$ cat src/rtl/sdram_ahb_params.svh
`ifndef SDRAM_AHB_PARAMS_SVH
`define SDRAM_AHB_PARAMS_SVH

//////////////////////////////////////////////////////////////////////
// bus widths
//////////////////////////////////////////////////////////////////////

// AHB address width in bits
`define SDRAM_AHB_ADDR_W 32

// AHB data width in bits
`define SDRAM_AHB_DATA_W 32

//////////////////////////////////////////////////////////////////////
// write buffer geometry
//////////////////////////////////////////////////////////////////////

// words held by one ping-pong line
`define SDRAM_AHB_LINE_WORDS 4

// width of the timeout exponent input
// a value t gives a flush after 2^t idle cycles
`define SDRAM_AHB_TIMER_W 4

`endif

$ cat src/rtl/sdram_ahb_pkg.sv
`include "sdram_ahb_params.svh"

package sdram_ahb_pkg;

  // derived sizes
  localparam int BE_W       = `SDRAM_AHB_DATA_W / 8;
  localparam int LINE_W     = `SDRAM_AHB_LINE_WORDS * `SDRAM_AHB_DATA_W;
  localparam int LINE_BE_W  = LINE_W / 8;
  // byte offset bits inside a word and inside a line
  localparam int WORD_OFS_W = $clog2(BE_W);
  localparam int LINE_OFS_W = $clog2(LINE_BE_W);

  // AHB response, only OKAY is ever given
  localparam logic HRESP_OKAY = 1'b0;

  // AHB transfer type
  typedef enum logic [1:0] {
    HTRANS_IDLE   = 2'b00,
    HTRANS_BUSY   = 2'b01,
    HTRANS_NONSEQ = 2'b10,
    HTRANS_SEQ    = 2'b11
  } htrans_t;

  // AHB transfer size, up to the bus width
  typedef enum logic [2:0] {
    HSIZE_BYTE  = 3'b000,
    HSIZE_HWORD = 3'b001,
    HSIZE_WORD  = 3'b010
  } hsize_t;

  typedef logic [`SDRAM_AHB_ADDR_W-1:0]              addr_t;
  typedef logic [`SDRAM_AHB_DATA_W-1:0]              word_t;
  typedef logic [BE_W-1:0]                           be_t;
  typedef logic [LINE_W-1:0]                         line_t;
  typedef logic [LINE_BE_W-1:0]                      line_be_t;
  // line address, byte address without the line offset
  typedef logic [`SDRAM_AHB_ADDR_W-LINE_OFS_W-1:0]   tag_t;
  typedef logic [LINE_OFS_W-WORD_OFS_W-1:0]          word_idx_t;

endpackage : sdram_ahb_pkg

$ cat src/rtl/sdram_ahb_front.sv
`timescale 1ns/1ps

module sdram_ahb_front
(
  input  logic                  HCLK,
  input  logic                  HRESETn,
  input  logic                  HSEL,
  input  logic                  HREADY,
  input  logic                  HWRITE,
  input  sdram_ahb_pkg::htrans_t HTRANS,
  input  sdram_ahb_pkg::hsize_t HSIZE,
  input  sdram_ahb_pkg::addr_t  HADDR,
  input  logic                  wr_ready_i,
  input  logic                  rd_ready_i,
  output logic                  HREADYOUT,
  output logic                  ahb_wr_o,
  output logic                  ahb_rd_o,
  output sdram_ahb_pkg::tag_t   ahb_tag_o,
  output logic                  beat_wr_o,
  output logic                  beat_rd_o,
  output sdram_ahb_pkg::addr_t  beat_addr_o,
  output sdram_ahb_pkg::be_t    beat_be_o
);
  import sdram_ahb_pkg::*;

  logic xfer;

  // byte lanes for a transfer of the given size at the given offset
  function automatic be_t gen_be(input hsize_t size, input logic [WORD_OFS_W-1:0] ofs);
    be_t be;
    case (size)
      HSIZE_BYTE : be = be_t'(1) << ofs;
      // half-words sit on an even byte
      HSIZE_HWORD: be = be_t'(3) << {ofs[WORD_OFS_W-1:1], 1'b0};
      default    : be = '1;
    endcase
    return be;
  endfunction : gen_be

  //////////////////////////////////////////////////////////////////////
  // address phase
  //////////////////////////////////////////////////////////////////////

  // only nonseq and seq start a transfer, busy and idle are ignored
  assign xfer      = HSEL & HREADY & ((HTRANS == HTRANS_NONSEQ) | (HTRANS == HTRANS_SEQ));
  assign ahb_wr_o  = xfer &  HWRITE;
  assign ahb_rd_o  = xfer & ~HWRITE;
  // line address, lets the write buffer spot a read hit early
  assign ahb_tag_o = HADDR[$bits(addr_t)-1:LINE_OFS_W];

  //////////////////////////////////////////////////////////////////////
  // data phase
  //////////////////////////////////////////////////////////////////////

  // beat strobes follow HREADY, so they stay up through wait states
  always_ff @(posedge HCLK or negedge HRESETn)
  begin
    if (!HRESETn)
    begin
      beat_wr_o <= 1'b0;
      beat_rd_o <= 1'b0;
    end
    else if (HREADY)
    begin
      beat_wr_o <= ahb_wr_o;
      beat_rd_o <= ahb_rd_o;
    end
  end

  // address and lanes of the accepted transfer
  always_ff @(posedge HCLK)
  begin
    if (xfer)
    begin
      beat_addr_o <= HADDR;
      beat_be_o   <= gen_be(HSIZE, HADDR[WORD_OFS_W-1:0]);
    end
  end

  // a new read always waits for the scheduler, both paths must agree otherwise
  always_ff @(posedge HCLK or negedge HRESETn)
  begin
    if (!HRESETn)
      HREADYOUT <= 1'b1;
    else
      HREADYOUT <= wr_ready_i & rd_ready_i & ~ahb_rd_o;
  end

  // a wait state belongs to exactly one open beat, a write or a read
  a_beat_onehot: assert property (@(posedge HCLK) disable iff (!HRESETn)
    !HREADYOUT |-> (beat_wr_o != beat_rd_o));

endmodule : sdram_ahb_front

$ cat src/rtl/sdram_ahb_write_buffer.sv
`timescale 1ns/1ps
`include "sdram_ahb_params.svh"

module sdram_ahb_write_buffer
(
  input  logic                          HCLK,
  input  logic                          HRESETn,
  input  sdram_ahb_pkg::word_t          HWDATA,
  input  logic                          ahb_wr_i,
  input  logic                          ahb_rd_i,
  input  sdram_ahb_pkg::tag_t           ahb_tag_i,
  input  logic                          beat_wr_i,
  input  logic                          beat_rd_i,
  input  sdram_ahb_pkg::addr_t          beat_addr_i,
  input  sdram_ahb_pkg::be_t            beat_be_i,
  input  logic [`SDRAM_AHB_TIMER_W-1:0] timeout_i,
  input  logic                          wrrdy_i,
  output logic                          wr_ready_o,
  output logic                          rd_hit_dirty_o,
  output logic                          wrreq_o,
  output sdram_ahb_pkg::addr_t          wradr_o,
  output sdram_ahb_pkg::line_t          wrd_o,
  output sdram_ahb_pkg::line_be_t       wrbe_o
);
  import sdram_ahb_pkg::*;

  // idle counter is wide enough for 2^(2^TIMER_W - 1) cycles
  localparam int TMR_W = (1 << `SDRAM_AHB_TIMER_W) - 1;

  line_t      line_q  [2];
  line_be_t   be_q    [2];
  tag_t       tag_q   [2];
  logic [1:0] dirty_q;
  logic       sel_q;
  logic       pend_q;
  logic       hand_q;
  logic [TMR_W-1:0] tmr_q;
  logic [TMR_W-1:0] tmo_limit;
  tag_t       beat_tag;
  word_idx_t  beat_idx;
  logic       wr_en;
  logic       act_dirty;
  tag_t       act_tag;
  logic       act_hit;
  logic       tmo_fire;
  logic       flush_req;
  logic       other_free;
  logic       flush_go;
  logic       pend_nx;

  assign beat_tag = beat_addr_i[$bits(addr_t)-1:LINE_OFS_W];
  assign beat_idx = beat_addr_i[LINE_OFS_W-1:WORD_OFS_W];

  //////////////////////////////////////////////////////////////////////
  // flush decision
  //////////////////////////////////////////////////////////////////////

  // a beat held back by a pending flush does not merge yet
  assign wr_en = beat_wr_i & ~pend_q;

  // active line as it will look after this edge
  assign act_dirty = dirty_q[sel_q] | wr_en;
  assign act_tag   = wr_en ? beat_tag : tag_q[sel_q];
  assign act_hit   = act_dirty & (ahb_tag_i == act_tag);

  // timeout of zero turns the idle flush off
  assign tmo_limit = (TMR_W'(1) << timeout_i) - 1'b1;
  assign tmo_fire  = (timeout_i != '0) & dirty_q[sel_q] & ~wr_en & (tmr_q == tmo_limit);

  // write miss, read of the active line, or idle timeout
  assign flush_req = (ahb_wr_i & act_dirty & ~act_hit) | (ahb_rd_i & act_hit) | tmo_fire;

  // other line is clean, or its flush is taken on this edge
  assign other_free = ~dirty_q[~sel_q] | (wrreq_o & wrrdy_i);
  assign flush_go   = (pend_q | flush_req) & other_free;
  assign pend_nx    = (pend_q | flush_req) & ~other_free;

  // stall the next data phase only if it carries a write
  assign wr_ready_o = ~(pend_nx & (ahb_wr_i | (beat_wr_i & pend_q)));

  // read beat line sits in a dirty or not yet accepted buffer
  assign rd_hit_dirty_o = beat_rd_i & ((dirty_q[0] & (tag_q[0] == beat_tag)) |
                                       (dirty_q[1] & (tag_q[1] == beat_tag)));

  //////////////////////////////////////////////////////////////////////
  // ping-pong lines
  //////////////////////////////////////////////////////////////////////

  // byte merge into the active line
  always_ff @(posedge HCLK)
  begin
    if (wr_en)
    begin
      for (int b = 0; b < BE_W; b++)
      begin
        if (beat_be_i[b])
          line_q[sel_q][(int'(beat_idx) * BE_W + b) * 8 +: 8] <= HWDATA[b*8 +: 8];
      end
      tag_q[sel_q] <= beat_tag;
    end
  end

  always_ff @(posedge HCLK or negedge HRESETn)
  begin
    if (!HRESETn)
    begin
      be_q[0] <= '0;
      be_q[1] <= '0;
      dirty_q <= 2'b00;
      sel_q   <= 1'b0;
      pend_q  <= 1'b0;
      hand_q  <= 1'b0;
    end
    else
    begin
      // the line that becomes active starts empty
      if (flush_go)
        be_q[~sel_q] <= '0;
      if (wr_en)
        be_q[sel_q][int'(beat_idx)*BE_W +: BE_W] <=
          be_q[sel_q][int'(beat_idx)*BE_W +: BE_W] | beat_be_i;
      if (wr_en)
        dirty_q[sel_q] <= 1'b1;
      // flushed line stays dirty until the scheduler takes it
      if (wrreq_o && wrrdy_i)
        dirty_q[~sel_q] <= 1'b0;
      if (flush_go)
        sel_q <= ~sel_q;
      pend_q <= pend_nx;
      // copy one cycle later so the last merge of the old line is in
      hand_q <= flush_go;
    end
  end

  // idle cycles since the last write into a dirty active line
  always_ff @(posedge HCLK or negedge HRESETn)
  begin
    if (!HRESETn)
      tmr_q <= '0;
    else if (wr_en || flush_go || !dirty_q[sel_q])
      tmr_q <= '0;
    else if (tmr_q != tmo_limit)
      tmr_q <= tmr_q + 1'b1;
  end

  //////////////////////////////////////////////////////////////////////
  // flush register
  //////////////////////////////////////////////////////////////////////

  always_ff @(posedge HCLK or negedge HRESETn)
  begin
    if (!HRESETn)
      wrreq_o <= 1'b0;
    else if (hand_q)
      wrreq_o <= 1'b1;
    else if (wrrdy_i)
      wrreq_o <= 1'b0;
  end

  always_ff @(posedge HCLK)
  begin
    if (hand_q)
    begin
      wradr_o <= {tag_q[~sel_q], {LINE_OFS_W{1'b0}}};
      wrd_o   <= line_q[~sel_q];
      wrbe_o  <= be_q[~sel_q];
    end
  end

  // request and payload hold until the scheduler takes them
  a_wrreq_hold: assert property (@(posedge HCLK) disable iff (!HRESETn)
    wrreq_o && !wrrdy_i |=> wrreq_o && $stable(wradr_o) && $stable(wrd_o) && $stable(wrbe_o));

endmodule : sdram_ahb_write_buffer

$ cat src/rtl/sdram_ahb_read_path.sv
`timescale 1ns/1ps

module sdram_ahb_read_path
(
  input  logic                 HCLK,
  input  logic                 HRESETn,
  input  logic                 beat_rd_i,
  input  sdram_ahb_pkg::addr_t beat_addr_i,
  input  logic                 rd_hit_dirty_i,
  input  logic                 rdrdy_i,
  input  sdram_ahb_pkg::word_t rdq_i,
  input  logic                 rdqvalid_i,
  output logic                 rd_ready_o,
  output sdram_ahb_pkg::word_t HRDATA,
  output logic                 rdreq_o,
  output sdram_ahb_pkg::addr_t rdadr_o,
  output logic                 wbr_o
);
  import sdram_ahb_pkg::*;

  typedef enum logic [1:0] {RD_IDLE, RD_REQ, RD_WAIT} rd_state_t;

  rd_state_t rd_state;
  addr_t     adr_q;
  logic      wbr_q;
  // HRDATA was loaded on the last edge, the beat ends now
  logic      done_q;
  logic      start;
  addr_t     adr_aligned;

  // the last cycle of a finished read must not start it again
  assign start       = (rd_state == RD_IDLE) & beat_rd_i & ~done_q;
  assign adr_aligned = {beat_addr_i[$bits(addr_t)-1:WORD_OFS_W], {WORD_OFS_W{1'b0}}};

  //////////////////////////////////////////////////////////////////////
  // scheduler request
  //////////////////////////////////////////////////////////////////////

  // first request cycle comes straight from the beat, later ones from the copy
  assign rdreq_o = start | (rd_state == RD_REQ);
  assign rdadr_o = start ? adr_aligned : adr_q;
  assign wbr_o   = rdreq_o & (start ? rd_hit_dirty_i : wbr_q);

  // next HREADYOUT from the read side
  assign rd_ready_o = ((rd_state == RD_IDLE) & ~start) | ((rd_state == RD_WAIT) & rdqvalid_i);

  always_ff @(posedge HCLK or negedge HRESETn)
  begin
    if (!HRESETn)
    begin
      rd_state <= RD_IDLE;
      done_q   <= 1'b0;
    end
    else
    begin
      done_q <= (rd_state == RD_WAIT) & rdqvalid_i;
      case (rd_state)
        RD_IDLE: if (start) rd_state <= rdrdy_i ? RD_WAIT : RD_REQ;
        RD_REQ : if (rdrdy_i) rd_state <= RD_WAIT;
        RD_WAIT: if (rdqvalid_i) rd_state <= RD_IDLE;
        default: rd_state <= RD_IDLE;
      endcase
    end
  end

  // hold address and flag while the scheduler is busy
  always_ff @(posedge HCLK)
  begin
    if (start)
    begin
      adr_q <= adr_aligned;
      wbr_q <= rd_hit_dirty_i;
    end
  end

  // read word, one strobe and no back-pressure
  always_ff @(posedge HCLK)
  begin
    if ((rd_state == RD_WAIT) && rdqvalid_i)
      HRDATA <= rdq_i;
  end

  // request, address and flag hold until the scheduler takes them
  a_rdreq_hold: assert property (@(posedge HCLK) disable iff (!HRESETn)
    rdreq_o && !rdrdy_i |=> rdreq_o && $stable(rdadr_o) && $stable(wbr_o));

endmodule : sdram_ahb_read_path

$ cat src/rtl/sdram_ahb_if.sv
`timescale 1ns/1ps
`include "sdram_ahb_params.svh"

module sdram_ahb_if
(
  // AHB3-Lite slave
  input  logic                          HCLK,
  input  logic                          HRESETn,
  input  logic                          HSEL,
  input  sdram_ahb_pkg::htrans_t        HTRANS,
  input  sdram_ahb_pkg::hsize_t         HSIZE,
  input  logic                          HWRITE,
  input  sdram_ahb_pkg::addr_t          HADDR,
  input  sdram_ahb_pkg::word_t          HWDATA,
  input  logic                          HREADY,
  output logic                          HREADYOUT,
  output logic                          HRESP,
  output sdram_ahb_pkg::word_t          HRDATA,
  // idle flush exponent
  input  logic [`SDRAM_AHB_TIMER_W-1:0] timeout_i,
  // scheduler write side
  output logic                          wrreq_o,
  input  logic                          wrrdy_i,
  output sdram_ahb_pkg::addr_t          wradr_o,
  output sdram_ahb_pkg::line_t          wrd_o,
  output sdram_ahb_pkg::line_be_t       wrbe_o,
  // scheduler read side
  output logic                          rdreq_o,
  input  logic                          rdrdy_i,
  output sdram_ahb_pkg::addr_t          rdadr_o,
  output logic                          wbr_o,
  input  sdram_ahb_pkg::word_t          rdq_i,
  input  logic                          rdqvalid_i
);
  import sdram_ahb_pkg::*;

  logic  ahb_wr, ahb_rd;
  tag_t  ahb_tag;
  logic  beat_wr, beat_rd;
  addr_t beat_addr;
  be_t   beat_be;
  logic  wr_ready, rd_ready;
  logic  rd_hit_dirty;

  // errors are never signalled
  assign HRESP = HRESP_OKAY;

  sdram_ahb_front u_front (
    .HCLK, .HRESETn, .HSEL, .HREADY, .HWRITE, .HTRANS, .HSIZE, .HADDR,
    .wr_ready_i  (wr_ready),
    .rd_ready_i  (rd_ready),
    .HREADYOUT,
    .ahb_wr_o    (ahb_wr),
    .ahb_rd_o    (ahb_rd),
    .ahb_tag_o   (ahb_tag),
    .beat_wr_o   (beat_wr),
    .beat_rd_o   (beat_rd),
    .beat_addr_o (beat_addr),
    .beat_be_o   (beat_be)
  );

  // writes merge here, reads only look at the tags
  sdram_ahb_write_buffer u_write_buffer (
    .HCLK, .HRESETn, .HWDATA,
    .ahb_wr_i       (ahb_wr),
    .ahb_rd_i       (ahb_rd),
    .ahb_tag_i      (ahb_tag),
    .beat_wr_i      (beat_wr),
    .beat_rd_i      (beat_rd),
    .beat_addr_i    (beat_addr),
    .beat_be_i      (beat_be),
    .timeout_i, .wrrdy_i,
    .wr_ready_o     (wr_ready),
    .rd_hit_dirty_o (rd_hit_dirty),
    .wrreq_o, .wradr_o, .wrd_o, .wrbe_o
  );

  sdram_ahb_read_path u_read_path (
    .HCLK, .HRESETn,
    .beat_rd_i      (beat_rd),
    .beat_addr_i    (beat_addr),
    .rd_hit_dirty_i (rd_hit_dirty),
    .rdrdy_i, .rdq_i, .rdqvalid_i,
    .rd_ready_o     (rd_ready),
    .HRDATA, .rdreq_o, .rdadr_o, .wbr_o
  );

endmodule : sdram_ahb_if

$ cat config.mk
export PLATFORM = sky130hd
export DESIGN_NAME = sdram_ahb_if
export DESIGN_NICKNAME = d
export VERILOG_FILES = /design/src/rtl/sdram_ahb_pkg.sv /design/src/rtl/sdram_ahb_front.sv /design/src/rtl/sdram_ahb_write_buffer.sv /design/src/rtl/sdram_ahb_read_path.sv /design/src/rtl/sdram_ahb_if.sv
export VERILOG_INCLUDE_DIRS = /design/src /design/src/rtl
export SDC_FILE = /design/constraint.sdc
export NUM_CORES = 1
export LEC_CHECK = 0
export BUFFER_PORTS_ARGS = -buffer_cell sky130_fd_sc_hd__buf_2
export CAP_MARGIN = 20
export CELL_PAD_IN_SITES_DETAIL_PLACEMENT = 0
export CELL_PAD_IN_SITES_GLOBAL_PLACEMENT = 1
export CORE_ASPECT_RATIO = 0.7
export CORE_MARGIN = 3
export CORE_UTILIZATION = 44
export DETAILED_ROUTE_END_ITERATION = 8
export GPL_TIMING_DRIVEN = 0
export PLACE_DENSITY = 0.82
export RECOVER_POWER = 25
export SYNTH_ARGS = -nofsm -noshare
export SYNTH_HDL_FRONTEND = slang
export SYNTH_SLANG_ARGS = --single-unit
$ cat constraint.sdc
create_clock -name HCLK -period 4.3 [get_ports HCLK]
set_input_delay 0.43 -clock HCLK [delete_from_list [all_inputs] [get_ports HCLK]]
set_output_delay 0.43 -clock HCLK [all_outputs]
set_load 0.005 [all_outputs]
# Word-level counts from Yosys, hierarchy flattened
# Memory sizes are Yosys's and may differ from the RTL's. A register that Yosys moved wholly into a read port is not among the register bits.
# Index checks and enable logic that the tools add are counted.
# word_totals
wordCells,955
regBits,176
mem_count,2
out_inout_bits,245
ramBits,312
# op_classes
n_bitwise,440
shifts,14
magnitude_cmp,8
reduce_logical,15
addsub,10
n_eq_ne,13
mux,434
# mem_list
name,words,word_bits,read_ports,rd_clocked_by_memory_dff,write_ports,line_no,text
u_write_buffer.line_q,2,128,1,1,1,sdram_ahb_write_buffer.sv:30,line_t line_q [2];
u_write_buffer.tag_q,2,28,4,1,1,sdram_ahb_write_buffer.sv:32,tag_t tag_q [2];
# op_table
operator,n
2-to-1 mux 128 bit,4
variable shift 8 x 33 -> 128 bit (first input constant),4
indexed part select 8 x 33 -> 128 bit,4
2-to-1 mux 1 bit,403
bitwise OR 1 bit,394
2-to-1 mux 16 bit,8
negation 32 -> 33 bit,3
2-to-1 mux 32 bit,3
== test 28 bit,3
negation 4 -> 33 bit,1
negation 7 -> 33 bit,1
variable shift 4 x 33 -> 16 bit (first input constant),1
indexed part select 4 x 33 -> 16 bit,1
AND 32 bit,1
bitwise mux 32 bit,1
demux 16 bit (select 1 bit),2
NOT 32 bit,1
2-to-1 mux 15 bit,2
2-to-1 mux 28 bit,1
AND 1 bit,27
indexed part select 16 x 5 -> 4 bit,1
adder 15 x 1 -> 15 bit (second input constant),1
== test 15 bit,1
!= test 15 bit,1
other kinds (33),65

# Longest topological paths before layout
# Gate-level depths: netlist (run 1).
# depth
word_depth,15
mapped_depth,14
mapped_depth_nobuf,11

# By module
# From an unflattened synthesis (run 1), not the netlist that was laid out.
# hier_totals
hier_cells,1628
hier_area_um2,26306.5
# modules_own_cells
module,seq_area_each_um2,instances,cells_each,area_per_inst_um2
sdram_ahb_write_buffer,15860.2,1,1424,22636.7
sdram_ahb_read_path,1696.6,1,118,2198.4
sdram_ahb_front,1157.4,1,84,1460.2
sdram_ahb_if,0.0,1,2,11.3

# Least setup slack after synthesis (run 1)
# Ideal clock, no wire load.
# synth_timing
path_type,register -> register
start,register u_write_buffer.hand_q
end,"register u_write_buffer.wradr_o[10], read port of u_write_buffer.tag_q, enable pin"
required_time_ns,3.767
arrival_time_ns,3.794
setup_ns,0.533
stages_incl_launch_ff,1
setup_slack_ns,-0.027
path_buffers,0
cell_sequence,dfrtp_1
# synth_lines
item,line_no,text
from (decl),sdram_ahb_write_buffer.sv:36,logic hand_q;
from (signal assigned),sdram_ahb_write_buffer.sv:131,hand_q <= flush_go;
to (decl),sdram_ahb_write_buffer.sv:21,"output sdram_ahb_pkg::addr_t wradr_o,"
# No word-level cell between the ends.

# Worst setup path in the final report (run 1)
# layout_timing
start,register u_write_buffer.sel_q
end,"memory u_write_buffer.line_q[1][46] (netlist name), enable pin"
# layout_lines
item,line_no,text
from (decl),sdram_ahb_write_buffer.sv:34,logic sel_q;
from (signal assigned),sdram_ahb_write_buffer.sv:128,sel_q <= ~sel_q;
to (decl),sdram_ahb_write_buffer.sv:30,
# Straight into the memory's write port.

==> metrics.txt, run 1 <==
run status=finished, violations left; failing checks=capacitance limit, slew limit; placed inst area=29100 um2; clk_skew=0.0177 ns; worst hold path type=in -> reg; initial core utilization=44.7%; WS Path Type=reg -> reg; FF-to-FF Start=u_write_buffer.sel_q; Worst R2R End=u_write_buffer.line_q[1][46]; CTS tree=yes; Ys Warns=0; unrepaired setup endpoints after global routing=false; Hold Slack=~0.097 ns; GR Util met3=approximately 6.8%; root buf cell=clkbuf_16; CORE AREA=approximately 59000 um2; DRT antenna net count=0; synthesis-to-finish area growth=19.8%; Total Routing Usage GR=21.8%; Leak Pwr=12.1 nW; measured slew at the worst slew-check pin=2.38 ns; CP peak stage delay=roughly 0.66 ns; clk_lat worst skew=around 0.62 ns; gr ovfl total=0; Setup violations, final=0; critical path required time=4.54 ns; Yosys reg bits=642; final hold vios=0; met2 Track Usage GR=32.4%; Slew HR=-58.4%; Via density=5.45; IO Pins=358; crit path max-delay cell type=nor2_1; initial antenna violation count=6; Clock Path Buffers=3; Remaining DRCs=0; vias in the first global route=16270; drt wl/cell=roughly 23 um; VDD IR max=0.000356 V; Critical Path Start Type=flop; R2R depth=8; die height=approximately 210 um; worst-path cell chain=buf_6, buf_4, buf_4, buf_1, clkbuf_1, clkbuf_1, nand2_1, nor2_1; FMAX=244 MHz; fin. max-slew vios=between 90 and 100; synth unique cells=74; cell count after synthesis=between 1500 and 2000; TritonRoute pass-1 iters=5; violation count after the first detailed-route iteration=about 1400; first-pass GRT wire length=103000 um; M1 GR Usage=between 30% and 40%; # fillers=4749; Die Area=roughly 63000 um2; placer congestion estimate=roughly 0.92; clock-pin slew on the worst setup and hold paths=approximately 0.060 ns; largest net degree at the start of global routing=just under 70; Top Usage Layer GRT=met2; number of synthesized flops with an enable pin=550; Final Instance Area=31400 um2; share of layout cells above drive strength 1=approximately 29%; delay-heaviest family, CP=buffers and inverters; Worst EP arrival=approximately 4.3 ns; max cap viols=3; crit path buf inv count=6; hold path startpoint=HADDR[28]; CP Capture Type=flop; async set-reset flop share out of synthesis=a little under a tenth; Syn Area/Cell=16.0 um2; Port-buffer cells=around 350; Vias=around 16000; hold path depth=1; # clock sinks=between 600 and 700; die width=298 um; fin crit period=4.10 ns; post-synthesis sequential area ratio=71.2%; hold path endpoint=u_front.beat_addr_o[28]; half-perimeter wire length after placement=49700 um; mapped cell area=26200 um2; PD cells=just over 500 nW/um2; fin crit share=95.4%; crit path max fanout=10; H-tree depth=2; Row Count=74; top_reg_cell synth=edfxtp_1; nets@finish=about 2200; CTS Buf Count=60; flop2flop setup slack=a little under 0.2 ns; drt total wl=approximately 70000 um
## state kept, by name (all words and copies together), names as in the netlist, 2 cells and up
name                    flops
u_write_buffer.be_q        32
u_write_buffer.tmr_q       15
u_read_path.rd_state        2
u_write_buffer.wradr_o     28
u_read_path.HRDATA         32
u_write_buffer.tag_q       56
u_write_buffer.wrd_o      128
u_write_buffer.dirty_q      2
u_write_buffer.line_q     256
u_read_path.adr_q          32
u_front.beat_addr_o        30
u_write_buffer.wrbe_o      16
u_front.beat_be_o           4
## report_power, final
part | internal [mW] | total, mW | switching (mW)
sequential | 7.35 | 7.66 | 0.305
clock | 2.92 | 5.25 | 2.33
combinational | 1.39 | 3.17 | 1.78
## cell type report
| class | instances | area, um2 | share of cell area (%) |
|---|---|---|---|
| diodes | 1 | 2.50 | 0.00797 |
| multi-input cells | 895 | 7160 | 22.8 |
| inverters | 17 | 63.8 | 0.203 |
| clock inverters | 34 | 355 | 1.13 |
| plain buffers | 86 | 394 | 1.26 |
| repair buffers | 398 | 2180 | 6.94 |
| flip-flops and latches | 642 | 18700 | 59.4 |
| clock buffers | 77 | 1590 | 5.05 |
| well taps | 798 | 998 | 3.18 |
## placed cells by master, fill, tap and decap left out, drive strengths merged, types with 4 or more instances in the layout
cell type / netlist / routed
a22oi: 6 / 6
nor2b: 11 / 11
and2: 34 / 34
mux4: 8 / 8
dfrtp: 58 / 58
conb: 1 / 5
nor4b: 5 / 5
buf: 22 / 283
a211oi: 15 / 15
bufinv: 0 / 5
xnor2: 45 / 45
xor2: 52 / 52
nand2: 47 / 47
inv: 17 / 20
nand4: 8 / 8
nor4: 14 / 14
nand3: 24 / 24
nand2b: 9 / 9
clkinv: 0 / 25
and3: 116 / 116
and4: 5 / 5
ha: 10 / 10
dlygate4sd3: 0 / 41
clkbuf: 64 / 237
a21oi: 50 / 50
edfxtp: 550 / 550
or3: 4 / 4
nor2: 59 / 59
a31oi: 6 / 6
mux2i: 44 / 44
nor3: 31 / 31
mux2: 212 / 212
o21ai: 15 / 15
o22ai: 5 / 5
o2111ai: 5 / 5
dfxtp: 33 / 33
nor3b: 13 / 13
## worst max path at each step
stage | slack, ns | start | depth (start not counted) | endpoint
final | 0.20 | u_write_buffer.sel_q | 8 | u_write_buffer.line_q[1][46]
after global placement | -1.28 | u_write_buffer.sel_q | 8 | u_write_buffer.be_q[20]
after CTS | 0.1 | u_write_buffer.pend_q | 11 | u_write_buffer.be_q[9]
after floorplan | 0.79 | timeout_i[0] | 14 | u_write_buffer.be_q[10]
after detailed placement | -0.27 | u_write_buffer.pend_q | 11 | u_write_buffer.be_q[15]
after global routing | 0.01 | u_write_buffer.sel_q | 8 | u_write_buffer.line_q[1][93]
## synthesized netlist by cell type (all sizes together) (2+ instances only)
cell     instances  area share, %
o21ai           15           0.29
nor4b            5           0.17
ha              10           0.48
mux4             8           0.69
nor4            14           0.38
nor3            31           0.59
and2            34           0.81
a21oi           50            1.1
nand3b           3          0.086
a211o            2          0.067
nor2b           11           0.26
nand3           24           0.46
mux2i           44            1.7
a311oi           3           0.17
xor2            52            1.7
dfxtp           33            2.5
and3           116            2.8
nor2            59           0.85
xnor2           45            1.5
or3              4          0.095
inv             17           0.24
a221oi           2          0.091
a311o            2          0.076
buf             22           0.57
a2111oi          3           0.10
mux2           212            9.1
a22oi            6           0.17
edfxtp         550             63
o22ai            5           0.12
nand4            8           0.19
clkbuf          64           0.92
nand2           47           0.67
dfrtp           58            5.5
nand4b           2          0.067
nand2b           9           0.24
and4             5           0.17
a31oi            6           0.20
nor3b           13           0.37
a211oi          15           0.43
o2111ai          5           0.17
## cells by family after synthesis
group / after synthesis / synth area share (%)
compound gates: 129 / 3.48
simple gates: 390 / 8.38
other cells: 1 / 0.0143
xor+xnor: 97 / 3.24
flops: 642 / 71.2
mux: 264 / 11.5
fa+ha+maj: 10 / 0.477
buf+inv: 103 / 1.73
## timing repair
action / in CTS / in global routing
endpoints found under the setup margin: 45 / 69
buffers inserted: 0 / 1
hold buffers: 41 / 0
resized for setup: 3 / 8
pin swaps: 0 / 1
endpoints found under the hold margin: 59 / 0
## routing by layer
layer  wire (um)  up-vias
li1            -     7173
met1       31200     8136
met2       30500      680
met3        6500       66
met4        1030        4
met5          27        -
## through the flow
step	TNS [ns]	worst slack [ns]	instances	total power, mW	util [%]
2_1_floorplan	0	0.788	1640	9.64	-
3_3_place_gp	-79.09	-1.28	2786	10.8	49.4
3_5_place_dp	-5.70	-0.267	2793	10.9	49.7
4_1_cts	0	0.0978	2945	16.1	53.8
5_1_grt	0	0.0129	2947	16.7	53.6
6_report	0	0.198	2948	16.1	53.6
(Power assumes the default switching activity.)
==> run 2: changes to the inputs <==
--- a/config.mk
+++ b/config.mk
@@ -8,14 +8,12 @@
 export LEC_CHECK = 0
 export BUFFER_PORTS_ARGS = -buffer_cell sky130_fd_sc_hd__buf_2
 export CAP_MARGIN = 20
-export CELL_PAD_IN_SITES_DETAIL_PLACEMENT = 0
-export CELL_PAD_IN_SITES_GLOBAL_PLACEMENT = 1
-export CORE_ASPECT_RATIO = 0.7
+export CORE_ASPECT_RATIO = 1.1
 export CORE_MARGIN = 3
-export CORE_UTILIZATION = 44
+export CORE_UTILIZATION = 52
 export DETAILED_ROUTE_END_ITERATION = 8
 export GPL_TIMING_DRIVEN = 0
-export PLACE_DENSITY = 0.82
+export PLACE_DENSITY = 0.81
 export RECOVER_POWER = 25
 export SYNTH_ARGS = -nofsm -noshare
 export SYNTH_HDL_FRONTEND = slang
==> run 2 against run 1 <==
  * The run still ends with capacitance limit, slew limit left
  * Cell count shrank 4.6%
  * Hold slack got worse by 0.039 ns
  * Clock-buffer cell count down 8
  * Combinational power down 3%
  * Via count about the same
==> metrics.txt, run 2 (synthesis results as in run 1) <==
Top reg by flops=u_write_buffer.line_q; half-perimeter wire length after placement=around 46000 um; CP peak stage delay=0.61 ns; flop2flop setup slack=0.20 ns; # clock sinks=642; crit path buf inv count=4; commonest non-fill, non-tap cell in the layout=edfxtp_1; measured slew at the worst slew-check pin=2.08 ns; critical path required time=4.82 ns; clk_skew=0.0435 ns; IO Pins=358; Critical Path Start Type=flop; fin. max-slew vios=136; Power Internal=11.7 mW; Worst EP arrival=between 4 and 5 ns; placer congestion estimate=0.928; Vias=16058; drt wl/cell=23.3 um; largest net degree at the start of global routing=79; fin crit share=95.4%; clk_lat worst skew=0.65 ns; sw power=4.36 mW; GR Util met3=3.69%; top flop regs=u_write_buffer.line_q x256, u_write_buffer.wrd_o x128, u_write_buffer.tag_q x56; FMAX=244 MHz; CORE AREA=about 50000 um2; worst hold path type=in -> reg; violation count after the first detailed-route iteration=1320; die height=around 240 um; ANT cells=0; initial core utilization=53.1%; Clock Path Buffers=3; die width=~220 um; H-tree depth=2; Worst Setup SP=u_write_buffer.pend_q; Top Usage Layer GRT=met2; WS Path Type=reg -> reg; final hold vios=0; vias in the first global route=16232; synthesis-to-finish area growth=19.3%; Combinational Power Share=19.1%; failing checks=capacitance limit, slew limit; CP Capture Type=flop; CTS Buf Count=60; Row Count=85; switching share of power=27.2%; Final Power=about 16 mW; Leak Pwr=around 12 nW; run status=finished, violations left; PD cells=between 500 and 600 nW/um2; Remaining DRCs=0; Via density=about 5.7; DRT antenna net count=0; nets@finish=2231; crit path max fanout=10; utilization after layout=approximately 63%; FF-to-FF Start=u_write_buffer.pend_q; Die Area=about 53000 um2; clock-pin slew on the worst setup and hold paths=0.06 ns; Setup violations, final=0; Worst path most repeated cell=buf_6; placed inst area=about 29000 um2; CP endpoint=u_write_buffer.be_q[6]; Critical Path Stages=12; max cap viols=3; crit path max-delay cell type=a311oi_4; unrepaired setup endpoints after global routing=false; commonest non-fill, non-tap cells in the layout=edfxtp_1, buf_2, mux2_2; share of layout cells above drive strength 1=27.1%; Final Instance Area=31300 um2; R2R depth=12; CTS tree=yes; first-pass GRT wire length=96200 um; fin crit period=4.10 ns; Clock power frac=between 30% and 40%; delay-heaviest family, CP=simple AND/OR/NAND/NOR gates; Slew HR=-38.6%; gr ovfl total=0; max FFs per register=~260; met2 Track Usage GR=roughly two fifths; initial antenna violation count=2; Sequential Power Share=roughly 48%; number of post-CTS setup repair buffers=0; VDD IR max=0.000432 V; Port-buffer cells=348; Worst R2R End=u_write_buffer.be_q[6]; M1 GR Usage=31.4%; root buf cell=clkbuf_16; drt total wl=roughly 66000 um; Total Routing Usage GR=between 20% and 30%; TritonRoute pass-1 iters=6; worst-path cell chain=buf_4, nand2b_4, buf_6, buf_2, nand2_1, o22ai_1, o2111ai_1, nor4_2, or4b_4, a311oi_4, buf_6, a21oi_2
## run 2: changes by cell type in the layout (fill, tap and decap cells not counted), moves of 3 or more
cell           delta
clkinv_2          +5
clkinvlp_4        +3
dlygate4sd3_1    +10
clkinv_4          +3
inv_6             -3
buf_2            -38
clkbuf_1         +30
## run 2: metrics by stage
| stage | worst slack, ns | TNS, ns | hold WS (ns) | instances |
|---|---|---|---|---|
| final | 0.199 | 0 | 0.0584 | 2812 |
| after global placement | -1.10 | -60.73 | 0.454 | 2640 |
| after floorplan | 0.788 | 0 | 0.134 | 1640 |
| after global routing | 0.00332 | 0 | 0.0371 | 2812 |
| after detailed placement | -0.111 | -1.03 | 0.455 | 2646 |
| after CTS | 0.161 | 0 | 0.000780 | 2811 |
## run 2: timing repair
action / CTS / global route
setup endpoints to repair: 0 / 16
resized for setup: 0 / 4
hold endpoints to repair: 72 / 0
hold buffers: 51 / 0
## run 2: layout make-up
class	count	area, um2
flip-flops and latches	642	18700
multi-input cells	895	7130
fillers	3588	18100
plain buffers	86	393
clock inverters	45	444
clock buffers	69	1570
well taps	652	816
repair buffers	406	2180
inverters	17	63.8
## run 2: power by group through the flow
stage          clock network (mW)  logic, mW  registers (mW)
4_1_cts                      5.38       3.11            7.64
2_1_floorplan                   0       1.91            7.73
3_5_place_dp                    0       3.04            7.77
5_1_grt                      5.62       3.28            7.70
3_3_place_gp                    0       2.92            7.81
6_report                     5.31       3.07            7.65
## run 2: layer usage
metal	wire (um)	vias up
met4	2320	4
met2	33200	727
li1	-	7176
met3	4350	143
met5	34	-
met1	25700	8008
## run 2: worst min-delay path by stage
| stage | startpoint | end | slack, ns | cells past startpoint |
|---|---|---|---|---|
| finish | HWRITE | u_front.beat_rd_o | 0.06 | 2 |
| global route | HWRITE | u_front.beat_rd_o | 0.04 | 2 |
| floorplan | HRESETn | u_front.beat_rd_o | 0.13 | 0 |
| global placement | u_read_path.adr_q[0] | u_read_path.adr_q[0] | 0.45 | 1 |
| CTS | HADDR[16] | u_front.beat_addr_o[16] | 0.0008 | 1 |
| detailed placement | HRESETn | u_read_path.rd_state[1] | 0.46 | 1 |
==> run 3: changes to the inputs <==
==> constraint.sdc (replaced) <==
create_clock -name HCLK -period 4.3 [get_ports HCLK]
set_input_delay 0.43 -clock HCLK [delete_from_list [all_inputs] [get_ports HCLK]]
set_output_delay 0.43 -clock HCLK [all_outputs]
set_load 0.1 [all_outputs]
==> run 3 against run 2 <==
  * The run still ends with capacitance limit, slew limit left
  * Sequential power barely moved
  * Sequential share of layout area shrank 0.17 points
  * Worst setup slack worse by 0.038 ns
  * Register-to-register slack lost 0.04 ns
  * Clock skew shrank 0.00098 ns
  * Total power rose by 11%
  * Via count down 0.35%
  * Global-route usage stayed put
  * Critical endpoint unchanged
  * Largest cell class unchanged
  * Largest power group unchanged
  * Highest routed layer unchanged
==> metrics.txt, run 3 (synthesis results as in run 1) <==
die height=between 200 and 250 um; max FFs per register=256; measured slew at the worst slew-check pin=3.15 ns; Row Count=85; Clock Path Buffers=3; Top Usage Layer GRT=met2; FMAX=242 MHz; Total Routing Usage GR=between 20% and 30%; # clock sinks=around 640; Final Non-Filler Cells=2812; largest net degree at the start of global routing=between 70 and 80; drt wl/cell=23.3 um; max cap viols=5; commonest non-fill, non-tap cell in the layout=edfxtp_1; top flop regs=u_write_buffer.line_q x256, u_write_buffer.wrd_o x128, u_write_buffer.tag_q x56; Setup violations, final=0; Inst Count DP=2646; crit path max fanout=10; initial antenna violation count=2; share of layout cells above drive strength 1=31.5%; IO Pins=roughly 360; GR Util met3=3.69%; Via density=5.69; unrepaired setup endpoints after global routing=false; M1 GR Usage=31.4%; PD cells=568 nW/um2; Port-buffer cells=roughly 350; fin crit period=4.14 ns; met2 Track Usage GR=41.7%; clock-pin slew on the worst setup and hold paths=0.07 ns; VDD IR max=0.000558 V; Leak Pwr=12.3 nW; critical path required time=4.82 ns; Worst EP arrival=between 4 and 5 ns; Slew HR=-111%; clk_skew=0.0425 ns; initial core utilization=53.1%; number of post-CTS setup repair buffers=0; violation count after the first detailed-route iteration=approximately 1300; failing checks=capacitance limit, slew limit; Vias=16001; Remaining DRCs=0; WS Path Type=reg -> reg; worst hold path type=in -> reg; H-tree depth=2; root buf cell=clkbuf_16; clk_lat worst skew=~0.65 ns; vias in the first global route=16232; # fillers=3525; ANT cells=0; CTS tree=yes; fin crit share=96.2%; half-perimeter wire length after placement=45900 um; Die Area=53100 um2; drt total wl=65600 um; Sum Neg Setup Slack=0 ns; Top reg by flops=u_write_buffer.line_q; Critical Path Start Type=flop; die width=roughly 220 um; synthesis-to-finish area growth=19.6%; DRT antenna net count=0; CORE AREA=49300 um2; fin. max-slew vios=235; gr ovfl total=0; nets@finish=2231; commonest non-fill, non-tap cells in the layout=edfxtp_1, buf_2, mux2_2; final hold vios=0; TritonRoute pass-1 iters=5; first-pass GRT wire length=96200 um; placer congestion estimate=0.928; run status=finished, violations left; CP Capture Type=flop; CTS Buf Count=60
-- run 3: cell types whose count changed in the layout (fill, tap and decap cells not counted), sizes merged --
cell	previous run	this run
clkbuf	267	171
buf	243	339
-- run 3: worst paths after layout --
| check | to | depth (start not counted) | from | slack, ns |
|---|---|---|---|---|
| setup / recovery | u_write_buffer.be_q[6] | 12 | u_write_buffer.pend_q | 0.16 |
| hold / removal | u_front.beat_rd_o | 2 | HWRITE | 0.06 |
| setup reg to reg | u_write_buffer.be_q[6] | 12 | u_write_buffer.pend_q | 0.16 |
| hold reg to reg | u_read_path.adr_q[1] | 1 | u_read_path.adr_q[1] | 0.46 |
| max in group asynchronous | u_write_buffer.be_q[0] | 3 | HRESETn | 1.16 |
| min in group asynchronous | u_read_path.rd_state[1] | 2 | HRESETn | 0.60 |
-- run 3: timing repair --
item,CTS,global route
hold endpoints to repair,72,0
resized for setup,0,4
endpoints found under the setup margin,0,16
hold buffers,51,0
-- run 3: critical path, cell delays in order, from the launching register on --
cell and delay [ns]:
dfrtp_1 0.35, buf_4 0.19, nand2b_4 0.18, buf_6 0.18, buf_2 0.31, nand2_1 0.35, o22ai_1 0.27, o2111ai_1 0.17
nor4_2 0.49, or4b_4 0.58, a311oi_4 0.62, buf_6 0.26, a21oi_2 0.05
-- run 3: routing by layer --
metal | vias up | wire, um
met5 | - | 34
met4 | 4 | 2300
met3 | 140 | 4290
met2 | 728 | 33200
met1 | 7956 | 25800
li1 | 7173 | -
-- run 3: cell type report --
type | instances | area, um2 | area share [%]
Inverter | 17 | 63.8 | 0.204
Sequential cell | 642 | 18700 | 59.5
Multi-Input combinational cell | 895 | 7120 | 22.7
Clock buffer | 69 | 1570 | 4.99
Buffer | 86 | 393 | 1.25
Clock inverter | 45 | 444 | 1.42
Tap cell | 652 | 816 | 2.60
Timing Repair Buffer | 406 | 2280 | 7.28
-- run 3: through the flow --
step                cell area [um2]  total power, mW  setup slack (ns)  hold WS (ns)  util (%)
floorplan                     26200             11.4             0.788         0.134         -
global placement              28800             12.5             -1.10         0.454      58.3
detailed placement            28900             12.5            -0.111         0.455      58.6
CTS                           31400             17.9             0.161      0.000780      63.7
global route                  31300             18.4           0.00332        0.0371      63.5
finish                        31300             17.8             0.161        0.0568      63.5
-- run 3: power by group --
| group | leakage (nW) | switching, mW | internal, mW |
|---|---|---|---|
| Combinational | 4.86 | 3.43 | 1.39 |
| Clock | 0.979 | 2.37 | 2.94 |
| Sequential | 6.44 | 0.293 | 7.36 |
